**src/common/mldsa_params.svh**
```systemverilog
// ML-DSA arithmetic parameters

`ifndef MLDSA_PARAMS_SVH
`define MLDSA_PARAMS_SVH

// --------------------
// Widths
// --------------------

// One coefficient, always below q
`define MLDSA_REG_SIZE 23

// Full product of two coefficients
`define MLDSA_PROD_SIZE 46

// --------------------
// Prime
// --------------------

// q = 2^23 - 2^13 + 1, the folding reducer relies on this form
`define MLDSA_Q 23'd8380417

`endif

```
**src/common/mldsa_pkg.sv**
```systemverilog
// ML-DSA datapath types

`include "mldsa_params.svh"

package mldsa_pkg;

    // One coefficient in the range 0 to q-1
    typedef logic [`MLDSA_REG_SIZE-1:0] coeff_t;

    // --------------------
    // Product limbs
    // --------------------

    // Slices used by the folding reducer, MSB first
    // 2^23 = 2^13 - 1 mod q, so each limb above bit 23 folds down
    typedef struct packed {
        // Bits 45..43
        logic [2:0]  top3;
        // Bits 42..33
        logic [9:0]  mid_hi;
        // Bits 32..23
        logic [9:0]  mid_lo;
        // Bits 22..13
        logic [9:0]  low_hi;
        // Bits 12..0, passed through untouched
        logic [12:0] low13;
    } prod_limbs_t;

    // Same product word seen flat by the multiplier
    // and as limbs by the reducer
    typedef union packed {
        logic [`MLDSA_PROD_SIZE-1:0] flat;
        prod_limbs_t                 limbs;
    } prod_u;

endpackage

```
**src/ntt_mult_reduction/ntt_add_sub_mod.sv**
```systemverilog
// Registered modular adder and subtractor

`timescale 1ns/1ps

`include "mldsa_params.svh"

module ntt_add_sub_mod (
    input  logic               clk,
    input  logic               reset_n,
    input  logic               zeroize_i,
    input  logic               sub_i,
    input  mldsa_pkg::coeff_t  opa_i,
    input  mldsa_pkg::coeff_t  opb_i,
    output mldsa_pkg::coeff_t  res_o
);

    // Raw and corrected sums, one extra bit for carry or borrow
    logic [`MLDSA_REG_SIZE:0]   sum_raw;
    logic [`MLDSA_REG_SIZE+1:0] sum_corr;
    logic [`MLDSA_REG_SIZE:0]   diff_raw;
    logic [`MLDSA_REG_SIZE:0]   diff_corr;
    mldsa_pkg::coeff_t          res_d;

    // --------------------
    // Datapath
    // --------------------

    always_comb begin
        sum_raw   = {1'b0, opa_i} + {1'b0, opb_i};
        // Borrow here means the sum was already below q
        sum_corr  = {1'b0, sum_raw} - {2'b0, `MLDSA_Q};
        diff_raw  = {1'b0, opa_i} - {1'b0, opb_i};
        // Wrap a negative difference back into range
        diff_corr = diff_raw + {1'b0, `MLDSA_Q};

        if (sub_i) begin
            // Borrow set, so add q back
            res_d = diff_raw[`MLDSA_REG_SIZE] ? diff_corr[`MLDSA_REG_SIZE-1:0]
                                              : diff_raw[`MLDSA_REG_SIZE-1:0];
        end else begin
            // No borrow, so sum was at least q
            res_d = sum_corr[`MLDSA_REG_SIZE+1] ? sum_raw[`MLDSA_REG_SIZE-1:0]
                                                : sum_corr[`MLDSA_REG_SIZE-1:0];
        end
    end

    // Result register
    always_ff @(posedge clk) begin
        if (!reset_n || zeroize_i) begin
            res_o <= '0;
        end else begin
            res_o <= res_d;
        end
    end

endmodule

```
**src/ntt_mult_reduction/ntt_mult_reduction.sv**
```systemverilog
// Folding reduction mod q

`timescale 1ns/1ps

`include "mldsa_params.svh"

module ntt_mult_reduction (
    input  logic               clk,
    input  logic               reset_n,
    input  logic               zeroize_i,
    input  mldsa_pkg::prod_u   prod_i,
    input  logic               valid_i,
    output mldsa_pkg::coeff_t  res_o,
    output logic               ready_o
);

    // Flopped product
    mldsa_pkg::prod_u  prod_q;

    // Fold terms
    logic [11:0]       c_sum;
    logic [10:0]       d_fold;
    logic [13:0]       f_corr;

    // Stage results
    mldsa_pkg::coeff_t e_res;
    mldsa_pkg::coeff_t g_res;
    mldsa_pkg::coeff_t sub_res;

    // Valid tracking, one bit per reducer cycle
    logic [3:0]        valid_sr;

    // --------------------
    // Input flop
    // --------------------

    always_ff @(posedge clk) begin
        if (!reset_n || zeroize_i) begin
            prod_q <= '0;
        end else begin
            prod_q <= prod_i;
        end
    end

    // --------------------
    // Fold logic
    // --------------------

    always_comb begin
        // Upper limbs folded onto bit 13
        c_sum  = {9'd0, prod_q.limbs.top3} +
                 {2'd0, prod_q.limbs.mid_hi} +
                 {2'd0, prod_q.limbs.mid_lo} +
                 {2'd0, prod_q.limbs.low_hi};
        // Carry out of c folded once more
        d_fold = {9'd0, c_sum[11:10]} + {1'd0, c_sum[9:0]};
        // Correction for the -1 part of each fold
        f_corr = {11'd0, prod_q.limbs.top3} +
                 {1'd0, prod_q.limbs.top3, prod_q.limbs.mid_hi} +
                 {12'd0, c_sum[11:10]};
    end

    // e = f + z[45:23] mod q
    ntt_add_sub_mod mod_add_e_i (
        .clk       (clk),
        .reset_n   (reset_n),
        .zeroize_i (zeroize_i),
        .sub_i     (1'b0),
        .opa_i     ({{(`MLDSA_REG_SIZE-14){1'b0}}, f_corr}),
        .opb_i     ({prod_q.limbs.top3, prod_q.limbs.mid_hi, prod_q.limbs.mid_lo}),
        .res_o     (e_res)
    );

    // g = {d, z[12:0]} reduced once
    ntt_special_adder mod_add_g_i (
        .clk       (clk),
        .reset_n   (reset_n),
        .zeroize_i (zeroize_i),
        .fold_i    (d_fold),
        .low_i     (prod_q.limbs.low13),
        .res_o     (g_res)
    );

    // --------------------
    // Final combine
    // --------------------

    // Result is g - e mod q
    ntt_add_sub_mod mod_sub_i (
        .clk       (clk),
        .reset_n   (reset_n),
        .zeroize_i (zeroize_i),
        .sub_i     (1'b1),
        .opa_i     (g_res),
        .opb_i     (e_res),
        .res_o     (sub_res)
    );

    // Output flop and valid pipe
    always_ff @(posedge clk) begin
        if (!reset_n || zeroize_i) begin
            res_o    <= '0;
            valid_sr <= '0;
        end else begin
            res_o    <= sub_res;
            valid_sr <= {valid_sr[2:0], valid_i};
        end
    end

    assign ready_o = valid_sr[3];

endmodule

```
**src/ntt_mult_reduction/ntt_special_adder.sv**
```systemverilog
// Fold and low slice combiner

`timescale 1ns/1ps

`include "mldsa_params.svh"

module ntt_special_adder (
    input  logic               clk,
    input  logic               reset_n,
    input  logic               zeroize_i,
    input  logic [10:0]        fold_i,
    input  logic [12:0]        low_i,
    output mldsa_pkg::coeff_t  res_o
);

    // Fold sum sits directly above the 13 low bits
    logic [`MLDSA_REG_SIZE:0]   joined;
    logic [`MLDSA_REG_SIZE+1:0] joined_corr;
    mldsa_pkg::coeff_t          res_d;

    // --------------------
    // Single reduction
    // --------------------

    always_comb begin
        joined      = {fold_i, low_i};
        joined_corr = {1'b0, joined} - {2'b0, `MLDSA_Q};
        // Value stays below 2q, so one subtract is enough
        if (joined_corr[`MLDSA_REG_SIZE+1]) begin
            res_d = joined[`MLDSA_REG_SIZE-1:0];
        end else begin
            res_d = joined_corr[`MLDSA_REG_SIZE-1:0];
        end
    end

    // Result register
    always_ff @(posedge clk) begin
        if (!reset_n || zeroize_i) begin
            res_o <= '0;
        end else begin
            res_o <= res_d;
        end
    end

endmodule

```
**src/rtl/ntt_mod_mult.sv**
```systemverilog
// ML-DSA modular multiplier top

`timescale 1ns/1ps

`include "mldsa_params.svh"

module ntt_mod_mult (
    input  logic                       clk,
    input  logic                       reset_n,
    input  logic                       zeroize_i,
    input  logic                       valid_i,
    input  logic [`MLDSA_REG_SIZE-1:0] opa_i,
    input  logic [`MLDSA_REG_SIZE-1:0] opb_i,
    output logic [`MLDSA_REG_SIZE-1:0] res_o,
    output logic                       valid_o
);

    // Product word between the stages
    logic [`MLDSA_PROD_SIZE-1:0] prod;
    logic                        prod_valid;

    // --------------------
    // Multiply
    // --------------------

    // Two cycles, operands then product
    ntt_mult_stage mult_stage_i (
        .clk       (clk),
        .reset_n   (reset_n),
        .zeroize_i (zeroize_i),
        .valid_i   (valid_i),
        .opa_i     (opa_i),
        .opb_i     (opb_i),
        .prod_o    (prod),
        .valid_o   (prod_valid)
    );

    // --------------------
    // Reduce
    // --------------------

    // Four more cycles, result five edges after input
    ntt_mult_reduction mult_reduction_i (
        .clk       (clk),
        .reset_n   (reset_n),
        .zeroize_i (zeroize_i),
        .prod_i    (prod),
        .valid_i   (prod_valid),
        .res_o     (res_o),
        .ready_o   (valid_o)
    );

endmodule

```
**src/rtl/ntt_mult_stage.sv**
```systemverilog
// NTT coefficient multiply stage

`timescale 1ns/1ps

`include "mldsa_params.svh"

module ntt_mult_stage (
    input  logic               clk,
    input  logic               reset_n,
    input  logic               zeroize_i,
    input  logic               valid_i,
    input  mldsa_pkg::coeff_t  opa_i,
    input  mldsa_pkg::coeff_t  opb_i,
    output mldsa_pkg::prod_u   prod_o,
    output logic               valid_o
);

    // Operand register stage
    mldsa_pkg::coeff_t opa_q;
    mldsa_pkg::coeff_t opb_q;
    logic              op_valid_q;

    // --------------------
    // Operand capture
    // --------------------

    always_ff @(posedge clk) begin
        if (!reset_n || zeroize_i) begin
            opa_q      <= '0;
            opb_q      <= '0;
            op_valid_q <= 1'b0;
        end else begin
            opa_q      <= opa_i;
            opb_q      <= opb_i;
            op_valid_q <= valid_i;
        end
    end

    // --------------------
    // Product register
    // --------------------

    // Full 46-bit product, written through the flat view
    always_ff @(posedge clk) begin
        if (!reset_n || zeroize_i) begin
            prod_o.flat <= '0;
            valid_o     <= 1'b0;
        end else begin
            prod_o.flat <= {{`MLDSA_REG_SIZE{1'b0}}, opa_q} *
                           {{`MLDSA_REG_SIZE{1'b0}}, opb_q};
            valid_o     <= op_valid_q;
        end
    end

endmodule

```
**config.mk**
```make
export PLATFORM = sky130hd
export DESIGN_NAME = ntt_mod_mult
export DESIGN_NICKNAME = d
export VERILOG_FILES = /design/src/common/mldsa_pkg.sv /design/src/ntt_mult_reduction/ntt_add_sub_mod.sv /design/src/ntt_mult_reduction/ntt_mult_reduction.sv /design/src/ntt_mult_reduction/ntt_special_adder.sv /design/src/rtl/ntt_mod_mult.sv /design/src/rtl/ntt_mult_stage.sv
export VERILOG_INCLUDE_DIRS = /design/src /design/src/common
export SDC_FILE = /design/constraint.sdc
export NUM_CORES = 2
export LEC_CHECK = 0
export BUFFER_PORTS_ARGS = -buffer_cell sky130_fd_sc_hd__buf_2
export CORE_MARGIN = 4
export CORE_UTILIZATION = 56
export DETAILED_ROUTE_END_ITERATION = 12
export GPL_TIMING_DRIVEN = 0
export PLACE_DENSITY = 0.77
export SLEW_MARGIN = 20
export SYNTH_ARGS = -nofsm -noshare
export SYNTH_HDL_FRONTEND = slang
export SYNTH_SLANG_ARGS = --single-unit
```
**constraint.sdc**
```tcl
create_clock -name clk -period 17.4 [get_ports clk]
set_clock_uncertainty 0.05 [all_clocks]
set_input_delay 0.87 -clock clk [delete_from_list [all_inputs] [get_ports clk]]
set_output_delay 0.87 -clock clk [all_outputs]
set_load 0.01 [all_outputs]
```
==> results.md <==
* Outcome: complete, no violations
* Top cell type's share of synthesized area at 32.1%
* PnR worst setup slack at 8.99 ns
* Remaining DRCs at 0
* DRT Wirelength at 77100 um
* Fin. Hold Viols at 0
* Initial core utilization at 56.7%
* Dpl hpwl at 63800 um
* Lkg Pwr at 14.2 nW
* Syn_nets at 3993
* Synth Warn # at 0
* Initial DRT Pass Iterations at 7
* Vias in the first global route at 22100
* CP required at 17.75 ns
* Chip Width at 234 um
* Unrepaired setup endpoints after global routing: false
* Max VDD drop at 0.0787 mV
* Synth Register Bits at 236
* Max Freq at 0.119 GHz
* Syn Inst Count at 3238
* GPL Wtd Cong at 1.03
* TritonCTS clock tree: built
* Buf/Inv on CP at 3
* Asr flop ratio synth at 0%
* Worst path top cell family by delay: adder cells
* Root Buffer: clkbuf_16
* Synth Cell Area at 0.0285 mm2
* Dominant cells by area after synthesis: fa_1 (32%), dfxtp_1 (17%), ha_1 (11%), inv_1 (7.5%), and2_1 (6.5%)
* Routed Antenna Nets at 0
* Nets at 4096
* Critical path type: reg2reg
* Worst slew pin tran at 0.947 ns
* Drt via density at 5.50
* Max Slew Vio Count at 0
* Slowest-stage cell, CP: a211oi_1
* Post-Place Worst Slack at 9.02 ns
* # resized after CTS at 0
* DR iter-0 viols at 1580
* Deepest clock path buffer count at 3
* Sequential cell area fraction in the yosys report at 16.6%
* Worst-Skew Late Latency at 0.60 ns
* Most used cell, CP: fa_1
* Slew margin rel. at 36.8%
* Global-route wire length before repair at 121000 um
* Setup crit end kind: flip-flop
* Worst Hold Class: reg2reg
* IO Count at 74
* Avg Inst Size Synth at 8.81 um2
* Die Span Y at 234 um
* Die area at 0.0546 mm2
* Post-CTS Hold Fix Bufs at 0
* Max incr delay on CP at 0.61 ns
* Setup TNS at 0 ns
* Total congestion overflow at 0
* Port bufs at 73
* Top cell type by total area after synthesis: fa_1
* Clock sink count at 236
* Final Cycle Share at 48.4%
* Vias at 22200
* GRT Util Overall at 28.6%
* Startpoint types: flip-flop
* CP arrival at 8.76 ns
* Ratio of cells with drive above 1 in the final layout at 4.91%
* Largest net degree at the start of global routing at 16
* Initial antenna violation count at 1
* Final setup viols at 0
* P&R area growth vs syn at 7.69%
* Count leader, synth: inv_1
* Synth cell count leaders: inv_1 (570), fa_1 (458), nand2_1 (454), and2_1 (296), ha_1 (247)
* Reg clk slew, reported paths at 0.06 ns
* Avg WL per Cell at 19.1 um
* TritonCTS Buffers at 28
* Critical-path maximum fanout at 10
* Max-Cap Viols at 0
* Min cycle time layout at 8.41 ns
* Cell row count at 82
* Distinct cells, synth at 77
* PwrDens at 48.4 mW/mm2
* CTS H-tree depth at 1
* Setup bufs post-CTS at 0
* ANT cells at 0
* Synth Flop Type: dfxtp_1
* Post-synth EDFFs at 0
* CORE AREA at 0.0503 mm2
-- flip-flops by register name, summed over array words and instances, names as in the netlist --
| register | flops |
|---|---|
| mult_reduction_i.mod_add_e_i.res_o | 23 |
| mult_reduction_i.mod_sub_i.res_o | 23 |
| mult_stage_i.op_valid_q | 1 |
| mult_stage_i.opb_q | 23 |
| mult_stage_i.opa_q | 23 |
| mult_reduction_i.res_o | 23 |
| mult_stage_i.prod_o | 46 |
| mult_stage_i.valid_o | 1 |
| mult_reduction_i.valid_sr | 4 |
| mult_reduction_i.mod_add_g_i.res_o | 23 |
| mult_reduction_i.prod_q | 46 |
-- metal layers --
metal  global-route usage [%]  share of wire, %  up-vias
met4                     13.2               6.4        0
li1                         -                 -    10300
met2                     47.8                46     1021
met1                     35.9                39    10600
met3                     5.84               9.2      269
met5                        0                 0        -
-- logic make-up after synthesis --
group	Yosys count	synth area share [%]
flip-flops	236	16.6
AO/OA/AOI/OAI	349	8.16
adder cells (fa/ha/maj)	705	43.0
buffers and inverters	720	9.58
XOR/XNOR	107	3.29
multiplexers	8	0.303
AND/OR/NAND/NOR	1113	19.1
-- worst paths after layout --
kind	start	to	slack (ns)	cells after the start
min	mult_stage_i.prod_o[0]	mult_reduction_i.prod_q[0]	0.37	1
max reg2reg	mult_reduction_i.prod_q[43]	mult_reduction_i.mod_add_e_i.res_o[1]	8.99	26
max	mult_reduction_i.prod_q[43]	mult_reduction_i.mod_add_e_i.res_o[1]	8.99	26
min reg2reg	mult_stage_i.prod_o[0]	mult_reduction_i.prod_q[0]	0.37	1
-- per-stage QoR --
stage / hold slack (ns) / util (%) / cell area [um2] / std cells / total power [W]
2_1_floorplan: 0.356 / - / 28500 / 3238 / 0.000793
3_3_place_gp: 0.357 / 59.1 / 29700 / 3983 / 0.000882
3_5_place_dp: 0.360 / 59.1 / 29700 / 3983 / 0.000887
4_1_cts: 0.371 / 61.1 / 30700 / 4033 / 0.00150
5_1_grt: 0.383 / 61.1 / 30700 / 4033 / 0.00156
6_report: 0.368 / 61.1 / 30700 / 4033 / 0.00149
-- cell type report --
type | instances | area (um2)
clock inverter | 15 | 198
clock buffer | 35 | 787
inverter | 570 | 2140
timing repair buffer | 73 | 365
buffer | 150 | 593
sequential | 236 | 4720
multi-input combinational | 2282 | 21100
fill | 4440 | 19600
tap | 672 | 841
-- report_power, final --
part,internal (W),switching (W)
clock,0.000355,0.000248
sequential,0.000556,0.0000144
combinational,0.000114,0.000197
-- layout by cell type, fill, tap and decap left out, types with 12 or more instances in the layout --
| cell type | Yosys | layout |
|---|---|---|
| inv_1 | 570 | 570 |
| fa_1 | 458 | 458 |
| nand2_1 | 454 | 454 |
| and2_1 | 296 | 296 |
| ha_1 | 247 | 247 |
| dfxtp_1 | 236 | 236 |
| clkbuf_1 | 142 | 142 |
| nor2_1 | 142 | 142 |
| a21oi_1 | 107 | 107 |
| buf_2 | 5 | 78 |
| o21ai_0 | 62 | 62 |
| xnor2_1 | 61 | 61 |
| xor2_1 | 46 | 46 |
| a21o_1 | 39 | 39 |
| nand3_1 | 36 | 36 |
| nor3_1 | 35 | 35 |
| clkbuf_16 | 0 | 28 |
| or3_1 | 25 | 25 |
| nand4_1 | 21 | 21 |
| and3_1 | 20 | 20 |
| a211oi_1 | 16 | 16 |
| nor2b_1 | 15 | 15 |
| nand2b_1 | 14 | 14 |
| o21bai_1 | 13 | 13 |
| o31ai_1 | 12 | 12 |
| o211ai_1 | 12 | 12 |
Power figures use the tool's default switching activity.
